--- config.mk ---
export PLATFORM = sky130hd
export DESIGN_NAME = reg_file
export DESIGN_NICKNAME = d
export VERILOG_FILES = /design/src/logic/rv_types_pkg.sv /design/src/logic/reg_file.sv
export SDC_FILE = /design/constraint.sdc
export NUM_CORES = 2
export LEC_CHECK = 0
export ABC_CLOCK_PERIOD_IN_PS = 7900
export BUFFER_PORTS_ARGS = -buffer_cell sky130_fd_sc_hd__buf_2
export CAP_MARGIN = 20
export CORE_UTILIZATION = 60
export DETAILED_ROUTE_END_ITERATION = 16
export PLACE_DENSITY = 0.77
export SLEW_MARGIN = 30
export SYNTH_ARGS = -nofsm -noshare
export SYNTH_HDL_FRONTEND = slang
export SYNTH_SLANG_ARGS = --single-unit
--- constraint.sdc ---
create_clock -name clk -period 7.9 [get_ports clk]
set_input_delay 0.395 -clock clk [delete_from_list [all_inputs] [get_ports clk]]
set_output_delay 0.395 -clock clk [all_outputs]
set_load 0.02 [all_outputs]
--- src/logic/rv_types_pkg.sv ---
`default_nettype none

package rv_types_pkg;

  // integer register and address width
  localparam int xlen = 64;

  // fixed 32-bit encoding, no compressed forms
  localparam int ilen = 32;

  // register index width, 32 architectural registers
  localparam int reg_id_w = 5;
  localparam int num_regs = 2 ** reg_id_w;

  // instruction memory size in words
  localparam int imem_depth = 256;
  localparam int imem_addr_w = $clog2(imem_depth);

  // register values, pc and immediates
  typedef logic [xlen-1:0] xlen_t;

  // one raw instruction word
  typedef logic [ilen-1:0] inst_t;

  // rd / rs1 / rs2 index
  typedef logic [reg_id_w-1:0] reg_id_t;

  // word index into instruction memory
  // taken from pc[9:2], so fetch wraps every 1 KiB
  typedef logic [imem_addr_w-1:0] imem_addr_t;

endpackage

`default_nettype wire

--- src/logic/reg_file.sv ---
`default_nettype none

module reg_file
  import rv_types_pkg::*;
(
  input  wire     clk,

  // read ports, combinational
  input  reg_id_t rs1,
  input  reg_id_t rs2,
  output xlen_t   rdata_1,
  output xlen_t   rdata_2,

  // write port
  input  wire     wen,
  input  reg_id_t rd,
  input  xlen_t   wdata
);

  // x1..x31 only, x0 has no storage
  xlen_t regs [1:num_regs-1];

  // x0 always reads zero
  // a read in the write cycle sees the old value
  always_comb begin
    if (rs1 == '0) begin
      rdata_1 = '0;
    end else begin
      rdata_1 = regs[rs1];
    end
  end

  always_comb begin
    if (rs2 == '0) begin
      rdata_2 = '0;
    end else begin
      rdata_2 = regs[rs2];
    end
  end

  // writes to x0 fall on the floor
  always_ff @(posedge clk) begin
    if (wen && (rd != '0)) begin
      regs[rd] <= wdata;
    end
  end

endmodule

`default_nettype wire

==> results.md <==
- Status: complete, no violations
- Post-Syn Area per Cell: between 15 and 20 sq um
- DR WL/cell: about 37 um
- Worst Setup Start Kind: input port
- Total gr overflow: 0
- Crit end category: output pin
- RSZ-0062 raised after global routing: no
- #FFs+latches synth: 1,984
- Top-area cell type share of the netlist area: 64.2%
- Leakage: 35.2 nW
- Drt first-iter violations: around 9,000
- Max FFs per register: about 2,000
- CTS Sinks: 1,984
- Nets: roughly 5,700
- Largest net degree at the start of global routing: ~130
- Drt pass-1 iters: 8
- Arrival time worst endpoint: 4090 ps
- Fin. max-slew vios: 0
- Non-Filler Instances: just under 8,000
- Largest registers: regs x1984
- First-pass GRT wire length: about 400 mm
- Port Buf Inserts: between 200 and 250
- Core Util, Final: roughly 67%
- Root buf cell: clkbuf_16
- Asr flop ratio synth: 0%
- Max Freq: approximately 220 MHz
- Mapped Cells: roughly 5,500
- Die area: 156,000 sq um
- Pwr per Cell Area: 224 nW/um^2
- Die Ht: around 400 um
- Min Clock Period, post-route: between 4000 and 5000 ps
- Starting Density: 60.8%
- Slew headroom: 26.9%
- Total negative slack: 0 ps
- Part of the cycle the worst path needs: a little under three fifths
- Vias in the first global route: around 59,000
- DRC viols: 0
- EDFF count, synth: 1,984
- Detailed-placement wirelength estimate: approximately 150 mm
- Ys flop type: edfxtp_1
- Worst Max-Slew Pin Slew: 1100 ps
- Post-synthesis cell type count: 37
- CTS-repair resized insts: 0
- Worst Hold Class: in2reg
- Kind of critical path: in2out
- Crit path max fanout: 54
- Maximum VDD drop: 0.000250 V
- H-tree Lvls: 4
- Share of cells above drive strength 1: 19.6%
- CTS buffer count: between 150 and 200
- GP Congestion: ~0.85
- Area leader, netlist: edfxtp_1
- Core area: between 150,000 and 200,000 sq um
- WP data required: 7510 ps
- Num ports: ~210
- Post-route ant nets: 0
- Clk buf depth: 3
- Die width: just under 400 um
- Top cells by area, synth: edfxtp_1 (64%), mux2i_1 (12%), mux4_2 (11%)
- MaxCap Viol Count: 0
- Via count: about 59,000
- WL final: approximately 290 mm
- Initial antenna violation count: 22
- Syn-to-layout area delta: 10.4%
- Vias/cell: between 7 and 8
- Post-Syn Area: 92,800 sq um
- Final Hold Fails: 0
- CTS tree: done
- Net Count, Synth: approximately 5,600
- GRT Total Usage: between 30% and 40%
- Placed cells: approximately 7,500
- Largest Register: regs
- Rows: between 100 and 150
- Yosys warns: 0
- CTS clk-pin slew, worst paths: roughly 60 ps
- Sequential share of the synthesized area: around 64%
- Endpoints failing setup: 0
## placed cells by master, fill, tap and decap left out, drive strengths merged, types with 2 or more instances in the layout
cell type / instances
a21oi: 164
mux4: 440
o21ai: 64
a211oi: 128
buf: 349
diode: 10
dlygate4sd3: 12
nor3: 38
clkinv: 88
o221ai: 36
bufinv: 14
mux2: 28
or3b: 3
nand2: 225
a22o: 109
nor2: 137
nand3b: 5
nand3: 2
clkinvlp: 2
mux2i: 1081
and2: 5
inv: 8
nor2b: 38
a31oi: 64
a21o: 33
clkbuf: 240
or3: 3
a221oi: 28
a32o: 63
a211o: 31
a22oi: 368
edfxtp: 1984
nand2b: 2
## layer usage
metal / share of wire, % / global-route usage, %
met4: 4.8 / 16.2
met1: 35 / 49.0
met3: 15 / 10.0
met5: 0.11 / 1.05
met2: 45 / 55.3
## cell type report
cell class / count / area, sq um
antenna: 10 / 25.0
clock buffer: 240 / 5130
clock inverter: 111 / 942
fill: 10001 / 50300
inverter: 1 / 3.75
multi-input combinational: 3098 / 31300
sequential: 1984 / 59600
tap: 2030 / 2540
timing repair buffer: 361 / 2950
## worst paths after layout
kind                  startpoint  cells after the start  slack [ps]                     end
worst max-delay path      rs2[1]                      7        3420             rdata_2[28]
worst min-delay path   wdata[17]                      1          30  regs[18][17]$_DFFE_PP_
## synth_stat cells, types with 31 or more instances
cell type and n:
a211o_1 31, a211oi_1 128, a21o_1 33, a21oi_1 164, a22o_1 109, a22oi_1 368, a31oi_1 64, a32o_1 63
buf_1 35, buf_2 131, buf_4 46, buf_6 35, clkbuf_1 209, edfxtp_1 1984, mux2i_1 1081, mux4_2 440
nand2_1 225, nor2_1 136, nor2b_1 38, nor3_1 38, o21ai_1 61, o221ai_1 36
## power by group
part	switching (mW)	internal, mW
combinational	1.41	0.758
clock	3.95	5.05
sequential	0.0574	11.7
total	5.42	17.5
## what timing repair did
| item | in CTS | in global routing |
|---|---|---|
| hold endpoints to repair | 181 | 0 |
| hold buffers | 12 | 0 |
| buffers inserted | 0 | 0 |
## stage by stage
stage	total power [mW]	instance area [sq um]	worst slack (ps)	hold slack, ps
3_5_place_dp	14.1	96100	3620	865
2_1_floorplan	13.3	92800	3700	494
3_3_place_gp	14.0	95800	3650	856
6_report	22.9	102000	3420	28.5
4_1_cts	22.9	102000	3610	0.644
5_1_grt	23.4	102000	3470	38.5
## cells by family (layout without fill, tap and decap cells)
| group | Yosys count | count (layout) | share of synthesized area (%) |
|---|---|---|---|
| flops | 1984 | 1984 | 64.2 |
| mux | 1549 | 1549 | 22.7 |
| compound gates | 1090 | 1090 | 8.58 |
| simple gates | 459 | 459 | 2.08 |
| buf+inv | 458 | 713 | 2.50 |
| other cells | 0 | 10 | 0 |
## worst max-delay path, cell delays in order
cell	delay (ps)
buf_8	360
buf_4	790
nor2_4	320
nand2_4	850
buf_4	640
a32o_1	410
buf_2	230
Power figures use the tool's default switching activity.
