## config.mk

```make
export PLATFORM = sky130hd
export DESIGN_NAME = alu
export DESIGN_NICKNAME = d
export VERILOG_FILES = /design/src/logic/rv_isa_pkg.sv /design/src/logic/rv_types_pkg.sv /design/src/logic/alu.sv
export SDC_FILE = /design/constraint.sdc
export NUM_CORES = 1
export LEC_CHECK = 0
export BUFFER_PORTS_ARGS = -buffer_cell sky130_fd_sc_hd__buf_2
export CAP_MARGIN = 15
export CORE_MARGIN = 2
export CORE_UTILIZATION = 34
export DETAILED_ROUTE_END_ITERATION = 8
export GPL_ROUTABILITY_DRIVEN = 0
export RECOVER_POWER = 100
export SYNTH_ARGS = -nofsm -noshare
export SYNTH_HDL_FRONTEND = slang
export SYNTH_SLANG_ARGS = --single-unit
```

## constraint.sdc

```tcl
create_clock -name vclk -period 16.8
set_clock_uncertainty 0.15 [all_clocks]
set_input_delay 3.36 -clock vclk [all_inputs]
set_output_delay 3.36 -clock vclk [all_outputs]
set_load 0.05 [all_outputs]
```

## src/logic/rv_isa_pkg.sv

```systemverilog
`default_nettype none

package rv_isa_pkg;

  // major opcodes, inst[6:0]
  localparam logic [6:0] op_imm    = 7'b0010011;
  localparam logic [6:0] op_reg    = 7'b0110011;
  localparam logic [6:0] op_lui    = 7'b0110111;
  localparam logic [6:0] op_auipc  = 7'b0010111;
  localparam logic [6:0] op_jal    = 7'b1101111;
  localparam logic [6:0] op_system = 7'b1110011;

  // funct3 for addi / add / sub
  localparam logic [2:0] funct3_add = 3'b000;

  // funct7 selects add vs sub in the register form
  localparam logic [6:0] funct7_base = 7'b0000000;
  localparam logic [6:0] funct7_sub  = 7'b0100000;

  // ebreak is matched on the whole word
  // ecall and friends share op_system and count as illegal here
  localparam logic [31:0] ebreak_word = 32'h0010_0073;

  // first fetch address after reset
  localparam logic [63:0] pc_reset = 64'h0000_0000_8000_0000;

  // alu function select
  typedef enum logic [1:0] {
    // a + b, wrapping
    alu_add    = 2'd0,
    // a - b, wrapping
    alu_sub    = 2'd1,
    // b straight through, used by lui
    alu_pass_b = 2'd2
  } alu_op_t;

endpackage

`default_nettype wire

```

## src/logic/rv_types_pkg.sv

```systemverilog
`default_nettype none

package rv_types_pkg;

  // integer register and address width
  localparam int xlen = 64;

  // fixed 32-bit encoding, no compressed forms
  localparam int ilen = 32;

  // register index width, 32 architectural registers
  localparam int reg_id_w = 5;
  localparam int num_regs = 2 ** reg_id_w;

  // instruction memory size in words
  localparam int imem_depth = 256;
  localparam int imem_addr_w = $clog2(imem_depth);

  // register values, pc and immediates
  typedef logic [xlen-1:0] xlen_t;

  // one raw instruction word
  typedef logic [ilen-1:0] inst_t;

  // rd / rs1 / rs2 index
  typedef logic [reg_id_w-1:0] reg_id_t;

  // word index into instruction memory
  // taken from pc[9:2], so fetch wraps every 1 KiB
  typedef logic [imem_addr_w-1:0] imem_addr_t;

endpackage

`default_nettype wire

```

## src/logic/alu.sv

```systemverilog
`default_nettype none

module alu
  import rv_types_pkg::*;
  import rv_isa_pkg::*;
(
  input  alu_op_t alu_op,
  input  xlen_t   operand_a,
  input  xlen_t   operand_b,
  output xlen_t   result
);

  xlen_t sum;
  xlen_t diff;

  // both paths always computed, mux picks one
  // overflow simply wraps, no flags
  assign sum  = operand_a + operand_b;
  assign diff = operand_a - operand_b;

  always_comb begin
    case (alu_op)
      alu_add: begin
        result = sum;
      end
      alu_sub: begin
        result = diff;
      end
      alu_pass_b: begin
        // lui path
        result = operand_b;
      end
      default: begin
        // unused encoding
        result = sum;
      end
    endcase
  end

endmodule

`default_nettype wire

```

==> results_dict.tcl <==
set metrics [dict create \
    ctsHoldBuffers 0 \
    hpwl_um 18400 \
    cts_setup_buffers 0 \
    fin_crit_ns 13.07 \
    top_layer "met5" \
    synth_mux_area_frac 0.00165 \
    drv_slew 96 \
    arrival_ns 9.56 \
    synth_cell_type_count 80 \
    synthCells 933 \
    antenna_found_initial 2 \
    fmax_ghz 0.0765 \
    synth_fp_nets 1128 \
    drive_gt1_frac 0.156 \
    final_cell_area_um2 6870 \
    io_pins 194 \
    grt_pass1_wl_um 34400 \
    area_delta_synth_final_pct 13.1 \
    io_buffers 194 \
    wl_met3_um 1630 \
    die_width_um 138 \
    via_per_inst 5.63 \
    max_slew_margin -1.25 \
    p_per_area_nw_per_um2 73.1 \
    synth_fa_ha_area_frac 0.135 \
    die_h_um 138 \
    cp-end-kind "output port" \
    wl_met1_um 10500 \
    ctsResizeCount 0 \
    postPlaceCellArea_um2 6990 \
    ant_nets 0 \
    grt_overflow 0 \
    hold_viol_final 0 \
    wl_per_cell_um 17.1 \
    vias 7311 \
    grt_max_degree 96 \
    violations "capacitance limit, slew limit" \
    max_cap_violations 1 \
    synth_warnings 0 \
    tightest_slew_ns 3.38 \
    worstSetupStartpointType "primary input" \
    nets 1270 \
    slowest_delay_ns 0.84 \
    start_util 0.350 \
    path_cells "buf_2 -> or3_1 -> nor4_1 -> nand3_1 -> or3_1 -> o41ai_1 -> xor2_1 -> ha_1 -> and4_1 -> and2_1 -> nand3_1 -> a221oi_1 -> o22ai_1 -> o41ai_1 -> a21oi_1 -> a21oi_1 -> nor3_1 -> nor3b_1 -> clkbuf_1" \
    synth_compound_area_frac 0.352 \
    synth_area_leader_cell "ha_1" \
    status "finished, violations left" \
    synth-simple-area-share 0.270 \
    path_max_fanout 7 \
    synth_xor_area_frac 0.166 \
    seq_area_frac_synth 0 \
    setup_tns_ns 0 \
    crit_required_ns 13.29 \
    n_clock_buffer 0 \
    first_global_vias 6806 \
    first_pass_iters 4 \
    ys_top_cells_by_area "ha_1 (13%), a21oi_1 (11%), xnor2_1 (8.6%)" \
    power.leakage_nw 2.97 \
    ir_worst_vdd_mv 0.0528 \
    drt-total-wl_um 22200 \
    seqCellArea_um2 0 \
    dr_wl_met2_um 9920 \
    fin_crit_sh 0.778 \
    crit_slowest_cell "o41ai_1" \
    grt_use_total 0.224 \
    dieArea_um2 19000 \
    fp-row-count 48 \
    syn_area_per_cell_um2 6.51 \
    drc 0 \
    nFlopsAndLatches 0 \
    rsz0062_at_grt "no" \
    setup_violations 0 \
    synth_top_family_by_area "compound AO/OA/AOI/OAI gates" \
    min_path_type "in2out" \
    drtIter0Drc 506 \
    coreArea_um2 17400 \
    path_class "in2out" \
    fillers 1988 \
    multi_input_area_um2 5580 \
    synth_top_area_frac 0.132 \
    synthesis.area_um2 6080 \
]
-- critical path: cells and delay by family --
family,cells,cell delay [ns]
adders and majority gates,1,0.41
buffers and inverters,2,0.61
xor gates and xnor gates,1,0.12
AOI/OAI and AO/OA,6,2.23
and+or+nand+nor,9,2.83
-- layout make-up --
class / instances / area share
repair buffers: 197 / 0.135
multi-input cells: 853 / 0.812
diodes: 1 / 0.000364
inverters: 23 / 0.0126
well taps: 225 / 0.0410
-- stage by stage --
stage / hold WS, ns / power (W) / std cells / utilization / setup WS [ns]
finish: 7.01 / 0.000502 / 1299 / 0.396 / 3.73
global route: 7.02 / 0.000541 / 1298 / 0.396 / 3.31
CTS: 7.00 / 0.000509 / 1298 / 0.403 / 4.64
detailed placement: 7.00 / 0.000507 / 1298 / 0.403 / 4.67
global placement: 7.01 / 0.000508 / 1298 / 0.403 / 4.63
floorplan: 6.84 / 0.000397 / 933 / - / 4.90
-- layer usage --
metal	up-vias	GRT usage
li1	3706	-
met1	3305	0.319
met2	281	0.379
met4	2	0.0187
met3	17	0.0199
met5	-	0
-- placed cells by master, fill, tap and decap left out, types with 15 or more instances in the layout --
master,instances
o31ai_1,16
buf_2,139
nand2_1,80
o21bai_1,22
a21oi_1,138
a21o_1,35
inv_1,23
nand3_1,19
clkbuf_1,55
nor2_1,104
nor3_1,20
o21ai_1,20
xnor2_1,60
ha_1,64
nand4_1,29
or3_1,15
xor2_1,55
o21ai_0,48
-- report_power, final --
group / switching [W] / internal [W] / total [W]
logic: 0.000354 / 0.000148 / 0.000502
registers: 0 / 0 / 0
clock network: 0 / 0.00000000000796 / 0.00000000000797
total: 0.000354 / 0.000148 / 0.000502
-- worst paths after layout --
| path | slack, ns | cells past startpoint | start | endpoint |
|---|---|---|---|---|
| min | 7.01 | 4 | operand_b[56] | result[56] |
| max | 3.73 | 19 | operand_b[16] | result[62] |
-- cell usage after synthesis, types with 4 or more instances --
master,n
a211oi_1,5
a21boi_0,4
a21o_1,35
a21oi_1,137
a31oi_1,8
and2_1,8
and3_1,6
and4_1,6
buf_2,8
buf_4,6
buf_6,14
clkbuf_1,24
ha_1,64
inv_1,23
nand2_1,80
nand2b_1,8
nand3_1,18
nand4_1,29
nor2_1,105
nor3_1,20
nor4_1,5
o21a_1,4
o21ai_0,47
o21ai_1,21
o21bai_1,22
o31ai_1,16
o41ai_1,4
or2_2,4
or3_1,15
xnor2_1,60
xor2_1,55
-- cells by family (layout without fill, tap and decap cells) --
| kind of cell | count (synthesis) | count (layout) |
|---|---|---|
| muxes | 1 | 1 |
| AOI/OAI and AO/OA | 341 | 341 |
| adders and majority gates | 65 | 65 |
| and+or+nand+nor | 331 | 331 |
| other | 0 | 1 |
| xor gates and xnor gates | 115 | 115 |
| buffers and inverters | 80 | 220 |
Power figures use the tool's default switching activity.
