$ cat src/logic/rv_isa_pkg.sv
`default_nettype none

package rv_isa_pkg;

  // major opcodes, inst[6:0]
  localparam logic [6:0] op_imm    = 7'b0010011;
  localparam logic [6:0] op_reg    = 7'b0110011;
  localparam logic [6:0] op_lui    = 7'b0110111;
  localparam logic [6:0] op_auipc  = 7'b0010111;
  localparam logic [6:0] op_jal    = 7'b1101111;
  localparam logic [6:0] op_system = 7'b1110011;

  // funct3 for addi / add / sub
  localparam logic [2:0] funct3_add = 3'b000;

  // funct7 selects add vs sub in the register form
  localparam logic [6:0] funct7_base = 7'b0000000;
  localparam logic [6:0] funct7_sub  = 7'b0100000;

  // ebreak is matched on the whole word
  // ecall and friends share op_system and count as illegal here
  localparam logic [31:0] ebreak_word = 32'h0010_0073;

  // first fetch address after reset
  localparam logic [63:0] pc_reset = 64'h0000_0000_8000_0000;

  // alu function select
  typedef enum logic [1:0] {
    // a + b, wrapping
    alu_add    = 2'd0,
    // a - b, wrapping
    alu_sub    = 2'd1,
    // b straight through, used by lui
    alu_pass_b = 2'd2
  } alu_op_t;

endpackage

`default_nettype wire

$ cat src/logic/rv_types_pkg.sv
`default_nettype none

package rv_types_pkg;

  // integer register and address width
  localparam int xlen = 64;

  // fixed 32-bit encoding, no compressed forms
  localparam int ilen = 32;

  // register index width, 32 architectural registers
  localparam int reg_id_w = 5;
  localparam int num_regs = 2 ** reg_id_w;

  // instruction memory size in words
  localparam int imem_depth = 256;
  localparam int imem_addr_w = $clog2(imem_depth);

  // register values, pc and immediates
  typedef logic [xlen-1:0] xlen_t;

  // one raw instruction word
  typedef logic [ilen-1:0] inst_t;

  // rd / rs1 / rs2 index
  typedef logic [reg_id_w-1:0] reg_id_t;

  // word index into instruction memory
  // taken from pc[9:2], so fetch wraps every 1 KiB
  typedef logic [imem_addr_w-1:0] imem_addr_t;

endpackage

`default_nettype wire

$ cat src/logic/pc_unit.sv
`default_nettype none

module pc_unit
  import rv_types_pkg::*;
  import rv_isa_pkg::*;
(
  input  wire   clk,
  input  wire   rst_n,

  // next-pc select
  input  wire   jump,
  input  xlen_t imm,

  // stop requests from decode
  input  wire   ebreak,
  input  wire   illegal_inst,

  output xlen_t pc,
  output logic  stopped,
  output logic  halted,
  output logic  illegal
);

  xlen_t next_pc;
  logic  advance;

  // jal target or fall-through
  assign next_pc = jump ? (pc + imm) : (pc + 64'd4);

  // either flag freezes the core
  assign stopped = halted | illegal;

  // pc stays on an ebreak / bad word so it can be inspected
  assign advance = !stopped && !ebreak && !illegal_inst;

  always_ff @(posedge clk) begin
    if (!rst_n) begin
      pc      <= pc_reset;
      halted  <= 1'b0;
      illegal <= 1'b0;
    end else begin
      if (advance) begin
        pc <= next_pc;
      end
      // sticky until the next reset
      if (!stopped && ebreak) begin
        halted <= 1'b1;
      end
      if (!stopped && illegal_inst) begin
        illegal <= 1'b1;
      end
    end
  end

endmodule

`default_nettype wire

$ cat config.mk
export PLATFORM = sky130hd
export DESIGN_NAME = pc_unit
export DESIGN_NICKNAME = d
export VERILOG_FILES = /design/src/logic/rv_isa_pkg.sv /design/src/logic/rv_types_pkg.sv /design/src/logic/pc_unit.sv
export SDC_FILE = /design/constraint.sdc
export NUM_CORES = 1
export LEC_CHECK = 0
export BUFFER_PORTS_ARGS = -buffer_cell sky130_fd_sc_hd__buf_2
export CORE_MARGIN = 8
export CORE_UTILIZATION = 58
export CTS_CLUSTER_DIAMETER = 150
export DETAILED_ROUTE_END_ITERATION = 8
export GPL_TIMING_DRIVEN = 1
export HOLD_SLACK_MARGIN = 0.05
export PLACE_DENSITY = 0.82
export SLEW_MARGIN = 20
export SYNTH_ARGS = -nofsm -noshare
export SYNTH_HDL_FRONTEND = slang
export SYNTH_SLANG_ARGS = --single-unit
$ cat constraint.sdc
create_clock -name clk -period 4.3 [get_ports clk]
set_clock_uncertainty 0.1 [all_clocks]
set_input_delay 0.86 -clock clk [delete_from_list [all_inputs] [get_ports clk]]
set_output_delay 0.86 -clock clk [all_outputs]
set_load 0.005 [all_outputs]
==> metrics.yaml <==
crit_start: "imm[1]"
fp.coreArea_sq_um: 13200
max_stage_delay_ns: 0.32
cts_buffer_depth: 2
gp_congestion: 0.983
hold_class: "reg2reg"
crit_arrival_ns: 3.66
ioPinCount: 136
ys_warn_count: 0
die_w_microns: 133
fin_nets: 1350
synth_ff_type: "dfxtp_1"
critPathKind: "in2reg"
crit_chain: "buf_2 > ha_1 > a21oi_1 > nor2_1 > o2111ai_1 > nand4_1 > a31o_1 > a21bo_2 > a21oi_2 > and2_1 > o221ai_1 > a311oi_1"
max-cap-violations: 0
antennaDiodeCount: 0
fmax_mhz: 285
comb_power_share: 0.300
synth-simple-area-share: 0.272
hold_viol: 0
rsz0062_at_grt: "false"
drv_slew: 0
hold_buffers: 0
cts-root-buf: "clkbuf_16"
antenna_found_initial: 0
syn_area_per_cell_sq_um: 6.99
htree_num_levels: 3
worst_slack_ns: 0.789
drc: 0
firstDrtPassIters: 5
vias: 9349
synth_cell_types: 84
synthArstFlopShare: 0
finalCritPeriodShare: 0.817
drive_gt1_frac: 0.166
placed_area_sq_um: 8570
multi_input_area_sq_um: 6140
p_leak_nw: 3.98
synth_top_cell_by_area: "dfxtp_1"
start_util: 0.595
cts-resized-gates: 0
whs_ns: 0.401
grt_first_pass_wirelength_mm: 44.6
ys_ff_latch: 66
power.internal_mw: 1.33
syn_area_sq_um: 7870
worst_pin_slew_ns: 0.994
power_switching_mw: 0.722
dpl.cell_count: 1381
power_mw: 2.05
seqPwrFrac: 0.333
path_max_fanout: 5
cts.clk_slew.worst_paths_ns: 0.06
place_ws_ns: 0.517
post-cts-setup-buffers: 0
fp.dieH_microns: 133
synth_top_family_by_area: "compound AO/OA/AOI/OAI gates"
rows: 42
status: "completed"
peakVddDrop_uv: 170
synth_cells: 1127
fin_cells: 1397
finalSetupViolCount: 0
fin_area_sq_um: 8850
fill_cells: 1259
pwr-share-clk: 0.367
synth_top_cell_area_share: 0.168
synth_edf_count: 0
synth_area_leaders: "dfxtp_1, ha_1, a21oi_1"
overflow: 0
tns_ns: 0
p_sw_frac: 0.353
rr_startpoint: "pc[2]"
seqCellArea_sq_um: 1320
hp-start: "pc[0]"
period_needed_ns: 3.51
synthAdderAreaFrac: 0.104
grt_max_degree: 51
crit_required_ns: 4.45
numPortBuffers: 135
dp.final_hpwl_mm: 20.7
synthMuxAreaShare: 0.00509
cts.sinks: 66
synth_compound_area_frac: 0.343
slowest_stage: "a21oi_2"
drt_iter0_drc: 1159
power-per-cell-area_nw_per_um2: 231
utilization: 0.669
grt_pass1_vias: 8783
globalRouteTotalUtil: 0.302
clk_latency_ns: 0.35
viasPerCell: 6.69
detail-route-antenna-nets: 0
syn_nets: 1261
fp.dieArea_sq_um: 17600
crit_path_end_kind: "flip-flop"
wire_per_inst_microns: 19.7
cp-start-kind: "input pin"
maxSlewHeadroom: 0.332
synthXorXnorAreaFrac: 0.0545
synthToLayoutAreaGrowth_pct: 12.5
numCtsBuffers: 9
synth-seq-area-share: 0.168
wl_mm: 27.5
tritoncts: "built"
==> power by group through the flow <==
stage          clock network [mW]  logic, mW  registers (mW)
5_1_grt                     0.776      0.673           0.686
3_5_place_dp                    0      0.597           0.693
2_1_floorplan                   0      0.425           0.685
4_1_cts                     0.754      0.602           0.680
6_report                    0.751      0.614           0.682
3_3_place_gp                    0      0.593           0.692
==> cells by family after synthesis <==
| family | after synthesis |
|---|---|
| adders and majority gates | 65 |
| AOI/OAI and AO/OA | 433 |
| and+or+nand+nor | 408 |
| buffers and inverters | 102 |
| DFF | 66 |
| xor gates and xnor gates | 49 |
| muxes | 4 |
==> cells in the final DEF (no fill, tap or decap), types with 19 or more instances in the layout <==
master   netlist  layout
nand3_1       37      37
dfxtp_1       66      66
buf_2         16     135
nor3_1        23      22
nand2_1       94      94
inv_1         31      31
nand4_1       37      37
xor2_1        19      19
nor2_1       115     114
a21oi_1      159     159
a21o_1        40      40
xnor2_1       30      30
o21ai_0       83      83
ha_1          64      64
==> flip-flops by register name, indices dropped and copies added, names as in the netlist <==
name,flops
pc,64
halted,1
illegal,1
==> synthesized netlist by cell type, types with 9 or more instances <==
library cell and number:
a211oi_1 13, a21o_1 40, a21oi_1 159, a31oi_1 16
and2_1 13, and3_1 13, and4_1 9, buf_2 16
clkbuf_1 45, dfxtp_1 66, ha_1 64, inv_1 31
nand2_1 94, nand3_1 37, nand4_1 37, nor2_1 115
nor3_1 23, nor4_1 12, o21ai_0 83, o21ai_1 18
o21bai_1 12, xnor2_1 30, xor2_1 19
==> per-layer routing <==
| layer | share of wire | track usage |
|---|---|---|
| met1 | 0.42 | 0.383 |
| met2 | 0.44 | 0.471 |
| met3 | 0.094 | 0.0643 |
| met4 | 0.041 | 0.161 |
| met5 | 0 | 0 |
==> worst paths after layout <==
check                end  slack (ns)  cells after the start
setup reg to reg  pc[54]        0.85                     11
hold reg to reg    pc[0]        0.40                      2
hold / removal     pc[0]        0.40                      2
setup / recovery  pc[45]        0.79                     12
==> area by class of cell <==
cell class | instances | area share
clock buffer | 13 | 0.0271
clock inverter | 3 | 0.00452
inverter | 32 | 0.0136
multi-input combinational | 959 | 0.693
sequential | 66 | 0.149
tap | 176 | 0.0249
timing repair buffer | 148 | 0.0873
==> critical path, delay by kind of cell <==
| kind | cells | cell delay [ns] |
|---|---|---|
| adder cells (fa/ha/maj) | 1 | 0.28 |
| buffers and inverters | 1 | 0.11 |
| AO/OA/AOI/OAI | 7 | 1.75 |
| AND/OR/NAND/NOR | 3 | 0.65 |
(Power assumes the default switching activity.)
