## config.mk

```make
export PLATFORM = sky130hd
export DESIGN_NAME = inst_decoder
export DESIGN_NICKNAME = d
export VERILOG_FILES = /design/src/logic/rv_isa_pkg.sv /design/src/logic/rv_types_pkg.sv /design/src/logic/inst_decoder.sv
export SDC_FILE = /design/constraint.sdc
export NUM_CORES = 1
export LEC_CHECK = 0
export BUFFER_PORTS_ARGS = -buffer_cell sky130_fd_sc_hd__buf_2
export CAP_MARGIN = 5
export CORE_ASPECT_RATIO = 1.2
export CORE_UTILIZATION = 32
export DETAILED_ROUTE_END_ITERATION = 10
export GPL_TIMING_DRIVEN = 0
export PLACE_DENSITY_LB_ADDON = 0.1
export SETUP_SLACK_MARGIN = 0.1
export SKIP_LAST_GASP = 1
export SLEW_MARGIN = 20
export SYNTH_ARGS = -nofsm -noshare
export SYNTH_HDL_FRONTEND = slang
export SYNTH_SLANG_ARGS = --single-unit
```

## constraint.sdc

```tcl
create_clock -name vclk -period 1.15
set_input_delay 0 -clock vclk [all_inputs]
set_output_delay 0 -clock vclk [all_outputs]
set_load 0.03 [all_outputs]
```

## src/logic/rv_isa_pkg.sv

```systemverilog
`default_nettype none

package rv_isa_pkg;

  // major opcodes, inst[6:0]
  localparam logic [6:0] op_imm    = 7'b0010011;
  localparam logic [6:0] op_reg    = 7'b0110011;
  localparam logic [6:0] op_lui    = 7'b0110111;
  localparam logic [6:0] op_auipc  = 7'b0010111;
  localparam logic [6:0] op_jal    = 7'b1101111;
  localparam logic [6:0] op_system = 7'b1110011;

  // funct3 for addi / add / sub
  localparam logic [2:0] funct3_add = 3'b000;

  // funct7 selects add vs sub in the register form
  localparam logic [6:0] funct7_base = 7'b0000000;
  localparam logic [6:0] funct7_sub  = 7'b0100000;

  // ebreak is matched on the whole word
  // ecall and friends share op_system and count as illegal here
  localparam logic [31:0] ebreak_word = 32'h0010_0073;

  // first fetch address after reset
  localparam logic [63:0] pc_reset = 64'h0000_0000_8000_0000;

  // alu function select
  typedef enum logic [1:0] {
    // a + b, wrapping
    alu_add    = 2'd0,
    // a - b, wrapping
    alu_sub    = 2'd1,
    // b straight through, used by lui
    alu_pass_b = 2'd2
  } alu_op_t;

endpackage

`default_nettype wire

```

## src/logic/rv_types_pkg.sv

```systemverilog
`default_nettype none

package rv_types_pkg;

  // integer register and address width
  localparam int xlen = 64;

  // fixed 32-bit encoding, no compressed forms
  localparam int ilen = 32;

  // register index width, 32 architectural registers
  localparam int reg_id_w = 5;
  localparam int num_regs = 2 ** reg_id_w;

  // instruction memory size in words
  localparam int imem_depth = 256;
  localparam int imem_addr_w = $clog2(imem_depth);

  // register values, pc and immediates
  typedef logic [xlen-1:0] xlen_t;

  // one raw instruction word
  typedef logic [ilen-1:0] inst_t;

  // rd / rs1 / rs2 index
  typedef logic [reg_id_w-1:0] reg_id_t;

  // word index into instruction memory
  // taken from pc[9:2], so fetch wraps every 1 KiB
  typedef logic [imem_addr_w-1:0] imem_addr_t;

endpackage

`default_nettype wire

```

## src/logic/inst_decoder.sv

```systemverilog
`default_nettype none

module inst_decoder
  import rv_types_pkg::*;
  import rv_isa_pkg::*;
(
  input  inst_t   inst,

  // register indices
  output reg_id_t rd,
  output reg_id_t rs1,
  output reg_id_t rs2,

  // sign-extended immediate for the current format
  output xlen_t   imm,

  // alu function and operand selects
  output alu_op_t alu_op,
  output logic    use_imm,
  output logic    use_pc,

  // jal controls
  output logic    link,
  output logic    jump,

  // system / error
  output logic    ebreak,
  output logic    illegal_inst
);

  logic [6:0] opcode;
  logic [2:0] funct3;
  logic [6:0] funct7;

  xlen_t imm_i;
  xlen_t imm_u;
  xlen_t imm_j;

  // fixed field positions
  assign opcode = inst[6:0];
  assign funct3 = inst[14:12];
  assign funct7 = inst[31:25];

  // indices go out raw, unused ones are ignored downstream
  assign rd  = inst[11:7];
  assign rs1 = inst[19:15];
  assign rs2 = inst[24:20];

  // i-type, 12 bits sign-extended
  assign imm_i = {{52{inst[31]}}, inst[31:20]};

  // u-type, upper 20 bits, sign-extended from bit 31
  assign imm_u = {{32{inst[31]}}, inst[31:12], 12'b0};

  // j-type, scrambled offset, bit 0 always zero
  assign imm_j = {{43{inst[31]}}, inst[31], inst[19:12], inst[20], inst[30:21], 1'b0};

  always_comb begin
    // defaults describe a no-op that writes nothing useful
    imm          = imm_i;
    alu_op       = alu_add;
    use_imm      = 1'b0;
    use_pc       = 1'b0;
    link         = 1'b0;
    jump         = 1'b0;
    ebreak       = 1'b0;
    illegal_inst = 1'b0;

    case (opcode)
      op_imm: begin
        // only addi among the op-imm group
        use_imm = 1'b1;
        if (funct3 != funct3_add) begin
          illegal_inst = 1'b1;
        end
      end

      op_reg: begin
        // add / sub, everything else rejected
        if (funct3 != funct3_add) begin
          illegal_inst = 1'b1;
        end else if (funct7 == funct7_sub) begin
          alu_op = alu_sub;
        end else if (funct7 != funct7_base) begin
          illegal_inst = 1'b1;
        end
      end

      op_lui: begin
        imm     = imm_u;
        alu_op  = alu_pass_b;
        use_imm = 1'b1;
      end

      op_auipc: begin
        // pc + upper immediate
        imm     = imm_u;
        use_imm = 1'b1;
        use_pc  = 1'b1;
      end

      op_jal: begin
        // target computed in pc_unit, rd gets pc + 4
        imm  = imm_j;
        jump = 1'b1;
        link = 1'b1;
      end

      op_system: begin
        // exact encoding only
        if (inst == ebreak_word) begin
          ebreak = 1'b1;
        end else begin
          illegal_inst = 1'b1;
        end
      end

      default: begin
        illegal_inst = 1'b1;
      end
    endcase
  end

endmodule

`default_nettype wire

```

==> results of run 1 <==
per-layer routing:
layer  vias to the layer above  wire length [um]  track usage, %
met1                       561              1320            23.2
met3                         4               278            4.39
met4                         0                39            5.04
met2                        70              2110            49.1
met5                         -                 0               0
li1                        632                 -               -
area by class of cell:
| class | instances | area share [%] |
|---|---|---|
| inverters | 1 | 0.174 |
| plain buffers | 54 | 19.8 |
| well taps | 33 | 1.91 |
| repair buffers | 132 | 46.5 |
| multi-input cells | 65 | 31.6 |
synthesized netlist by cell type, types with 2 or more instances:
| cell type | count | area, sq um |
|---|---|---|
| buf_4 | 49 | 368 |
| a21o_1 | 20 | 150 |
| nor2b_1 | 11 | 68.8 |
| nor4_1 | 5 | 31.3 |
| nor3_1 | 4 | 20.0 |
| buf_2 | 3 | 15.0 |
| nand3_1 | 3 | 15.0 |
| nor2_1 | 3 | 11.3 |
| a211oi_1 | 2 | 15.0 |
| buf_6 | 2 | 22.5 |
| nand2_1 | 2 | 7.51 |
| nand4_1 | 2 | 12.5 |
cells in the final DEF, fill, tap and decap left out, types with 3 or more instances in the layout:
master / instances
a21o_1: 9
a21o_4: 11
buf_2: 70
buf_4: 67
buf_6: 45
buf_8: 3
nor2b_1: 8
nor4_4: 4
where the power goes:
group / switching [mW] / leakage [nW] / total [mW] / internal (mW)
Clock: 0 / 0 / 0 / 0
Sequential: 0 / 0 / 0 / 0
Combinational: 0.556 / 1.19 / 0.999 / 0.443
kinds of logic (layout without fill, tap and decap cells):
group	Yosys count	count (layout)	share of synthesized area, %
compound gates	25	25	23.1
simple gates	40	40	29.1
buf+inv	55	187	47.8
worst max-delay path: stages:
cell	delay [ns]
buf_6	0.09
or3b_4	0.38
buf_6	0.14
nor2_4	0.16
nor2b_4	0.08
buf_6	0.14
a21o_4	0.18
buf_6	0.14
stage by stage:
step | utilization, % | std cells | hold WS [ns] | total power [mW] | instance area, sq um
after global routing | 85.4 | 285 | 0.315 | 1.05 | 2160
after global placement | 64.7 | 272 | 0.354 | 0.826 | 1630
final | 85.4 | 285 | 0.304 | 0.999 | 2160
after floorplan | - | 120 | 0.0685 | 0.584 | 997
after CTS | 80.5 | 282 | 0.319 | 0.956 | 2040
after detailed placement | 64.7 | 272 | 0.354 | 0.830 | 1630
worst max-delay path by stage:
stage,startpoint,cells after the start,slack [ns],end
after global placement,inst[3],8,-0.28,imm[13]
after global routing,inst[5],7,-0.23,imm[14]
after CTS,inst[6],8,-0.16,imm[17]
final,inst[6],8,-0.16,imm[26]
after floorplan,inst[3],6,-0.03,imm[11]
after detailed placement,inst[3],8,-0.28,imm[17]
what timing repair did:
| item | CTS | global route |
|---|---|---|
| resized for setup | 84 | 34 |
| gates cloned | 3 | 0 |
| pin swaps | 11 | 7 |
| setup endpoints to repair | 33 | 37 |
| endpoints found under the hold margin | 0 | 0 |
| buffers inserted | 7 | 3 |
==> impl_metrics.env, run 1 <==
export IMPL_power_density_mw_per_mm2=463
export IMPL_power_leakage_nw=1.19
export IMPL_syn_inst=120
export IMPL_grt_max_degree=37
export IMPL_grt_pass1_wl_um=5470
export IMPL_hpwlAfterDp_um=2390
export IMPL_fin_ws_ns=-0.163
export IMPL_synth_warnings=0
export IMPL_num_vias=1267
export IMPL_fin_tns_setup_ns=-4.01
export IMPL_io_pins=119
export IMPL_synthesis_area_sq_um=856
export IMPL_remaining_drc_errors=0
export IMPL_nFillCells=160
export IMPL_drv_slew=0
export IMPL_required_ns=1.15
export IMPL_critPathMaxFanout=5
export IMPL_dr_pass1_iters=4
export IMPL_multi_input_area_sq_um=682
export IMPL_max_slew_margin_pct=74.2
export IMPL_setup_worst_path_end_class="output port"
export IMPL_ys_types=26
export IMPL_period_minus_slack_ns=1.31
export IMPL_violations="negative setup slack"
export IMPL_antenna_found_initial=0
export IMPL_row_count=20
export IMPL_holdPathStages=3
export IMPL_seq_area_frac_synth_pct=0
export IMPL_avgSynthCellArea_sq_um=7.13
export IMPL_status="finished with violations"
export IMPL_startpoint_type="primary input"
export IMPL_hold_viol=0
export IMPL_diodes=0
export IMPL_drive_gt1_share_pct=87.7
export IMPL_max_vdd_ir_drop_mv=0.372
export IMPL_tightest_slew_ns=0.386
export IMPL_ctsHoldBuffers=0
export IMPL_worstHoldStart="inst[28]"
export IMPL_gp_congestion=0.726
export IMPL_wl_per_cell_um=13.2
export IMPL_hold_end="imm[28]"
export IMPL_design_die_area_sq_mm=0.00289
export IMPL_grt_use_total_pct=23.4
export IMPL_first_iter_violations=16
export IMPL_wl_um=3750
export IMPL_die_h_um=58.7
export IMPL_max_freq_ghz=0.762
export IMPL_grt_pass1_vias=1164
export IMPL_synth_nets=152
export IMPL_die_x_um=49.2
export IMPL_regArea_sq_um=0
export IMPL_drt_antenna_violating_nets=0
export IMPL_fin_crit_sh_pct=114
export IMPL_start_util_pct=33.9
export IMPL_port_buffers=119
export IMPL_globalRouteOverflowTotal=0
export IMPL_drv_cap=0
export IMPL_setup_viol=34
export IMPL_dp_slack_ns=-0.282
export IMPL_areaGrowthSynthToFinish_pct=152
export IMPL_nets=286
export IMPL_viasPerCell=4.45
export IMPL_clock_buffers=0
export IMPL_worst_setup_path_type="primary input to output port"
export IMPL_hp_class="primary input to output port"
export IMPL_seq_cell_count=0
export IMPL_arrival_ns=1.31
export IMPL_core_sq_mm=0.00253
export IMPL_rsz0062_at_grt="yes"
Power figures use the tool's default switching activity.
==> inputs of run 2 (changes only) <==
--- a/config.mk
+++ b/config.mk
@@ -11,8 +11,8 @@
 export CORE_UTILIZATION = 32
 export DETAILED_ROUTE_END_ITERATION = 10
 export GPL_TIMING_DRIVEN = 0
+export MAX_ROUTING_LAYER = met4
 export PLACE_DENSITY_LB_ADDON = 0.1
-export SETUP_SLACK_MARGIN = 0.1
 export SKIP_LAST_GASP = 1
 export SLEW_MARGIN = 20
 export SYNTH_ARGS = -nofsm -noshare
==> impl_metrics.env, run 2 (same netlist as run 1, synthesis figures left out) <==
export IMPL_diodes=0
export IMPL_port_buffers=119
export IMPL_hold_viol=0
export IMPL_setup_worst_path_end_class="output port"
export IMPL_cp_startpoint="inst[3]"
export IMPL_wl_um=3080
export IMPL_antenna_found_initial=0
export IMPL_setup_viol=21
export IMPL_layout_common_cells="91 x buf_2, 63 x buf_4, 23 x buf_6"
export IMPL_switchingPower_uw=519
export IMPL_startpoint_type="primary input"
export IMPL_drv_slew=0
export IMPL_dr_pass1_iters=4
export IMPL_arrival_ns=1.23
export IMPL_die_x_um=49.2
export IMPL_layout_commonest_cell="buf_2"
export IMPL_power_leakage_nw=1.04
export IMPL_regArea_sq_um=0
export IMPL_drt_antenna_violating_nets=0
export IMPL_ctsHoldBuffers=0
export IMPL_fin_ws_ns=-0.0763
export IMPL_status="finished with violations"
export IMPL_p_comb_share_pct=100.0
export IMPL_drive_gt1_share_pct=81.9
export IMPL_io_pins=119
export IMPL_power_internal_uw=371
export IMPL_grt_max_degree=37
export IMPL_fin_crit_sh_pct=107
export IMPL_max_slew_margin_pct=78.6
export IMPL_power_density_mw_per_mm2=497
export IMPL_max_freq_ghz=0.815
export IMPL_grt_pass1_vias=969
export IMPL_critPathMaxFanout=5
export IMPL_clock_buffers=0
export IMPL_die_h_um=58.7
export IMPL_whs_ns=0.313
export IMPL_hpwlAfterDp_um=2290
export IMPL_rsz0062_at_grt="yes"
export IMPL_worstHoldStart="inst[14]"
export IMPL_first_iter_violations=17
export IMPL_row_count=20
export IMPL_nets=277
export IMPL_nFillCells=244
export IMPL_gp_congestion=0.724
export IMPL_start_util_pct=33.9
export IMPL_wl_per_cell_um=11.2
export IMPL_violations="negative setup slack"
export IMPL_grt_pass1_wl_um=4430
export IMPL_period_minus_slack_ns=1.23
export IMPL_areaGrowthSynthToFinish_pct=109
export IMPL_design_die_area_sq_mm=0.00289
export IMPL_seq_cell_count=0
export IMPL_fin_tns_setup_ns=-1.06
export IMPL_hp_class="primary input to output port"
export IMPL_drv_cap=0
export IMPL_globalRouteOverflowTotal=0
export IMPL_required_ns=1.15
export IMPL_pwr_share_clk_pct=0
export IMPL_grt_use_total_pct=19.4
export IMPL_tightest_slew_ns=0.321
export IMPL_remaining_drc_errors=0
export IMPL_viasPerCell=4.33
export IMPL_num_vias=1194
export IMPL_core_sq_mm=0.00253
export IMPL_max_vdd_ir_drop_mv=0.263
export IMPL_pwr_share_seq_pct=0
export IMPL_worst_setup_path_type="primary input to output port"
export IMPL_switching_share_pct=58.3
[run 2: through the flow]
stage                     cells  power [mW]  utilization, %  worst slack [ns]  cell area, sq um
after floorplan             120       0.563               -            -0.116               907
after global placement      272       0.803            61.1            -0.381              1540
after detailed placement    272       0.804            61.1            -0.406              1540
after CTS                   277       0.879            69.2            -0.149              1750
after global routing        276       0.937            70.8            -0.117              1790
final                       276       0.890            70.8           -0.0763              1790
[run 2: worst max-delay path, cell delays in order]
cell     delay, ns
buf_6         0.09
or3b_4        0.44
nor2_4        0.19
nor2b_4       0.07
buf_6         0.13
a21o_1        0.16
buf_6         0.14
[run 2: path summary, 6_finish.rpt]
check / slack, ns / to / cells after the start
worst max-delay path: -0.08 / imm[28] / 7
worst min-delay path: 0.31 / imm[14] / 3
[run 2: repair_timing]
item | CTS | global route
buffers inserted | 5 | 0
resized for setup | 55 | 12
cloned | 1 | 0
pin swaps | 3 | 3
endpoints found under the setup margin | 32 | 37
[run 2: power groups by stage]
stage / combinational [mW] / clock, mW / sequential (mW)
after floorplan: 0.563 / 0 / 0
after global placement: 0.803 / 0 / 0
after detailed placement: 0.804 / 0 / 0
after CTS: 0.879 / 0 / 0
after global routing: 0.937 / 0 / 0
final: 0.890 / 0 / 0
[run 2: cell type report]
type | count | area, sq um | share of cell area, %
Tap cell | 33 | 41.3 | 2.31
Timing Repair Buffer | 125 | 786 | 43.9
Multi-Input combinational cell | 65 | 558 | 31.2
Buffer | 52 | 402 | 22.4
Inverter | 1 | 3.75 | 0.210
[run 2: metal layers]
metal / vias to the layer above / GRT usage (%) / wire length, um
met2: 69 / 40.3 / 1670
li1: 616 / - / -
met1: 507 / 19.3 / 1130
met4: 0 / 1.26 / 19
met3: 2 / 3.10 / 262
met5: - / - / 0
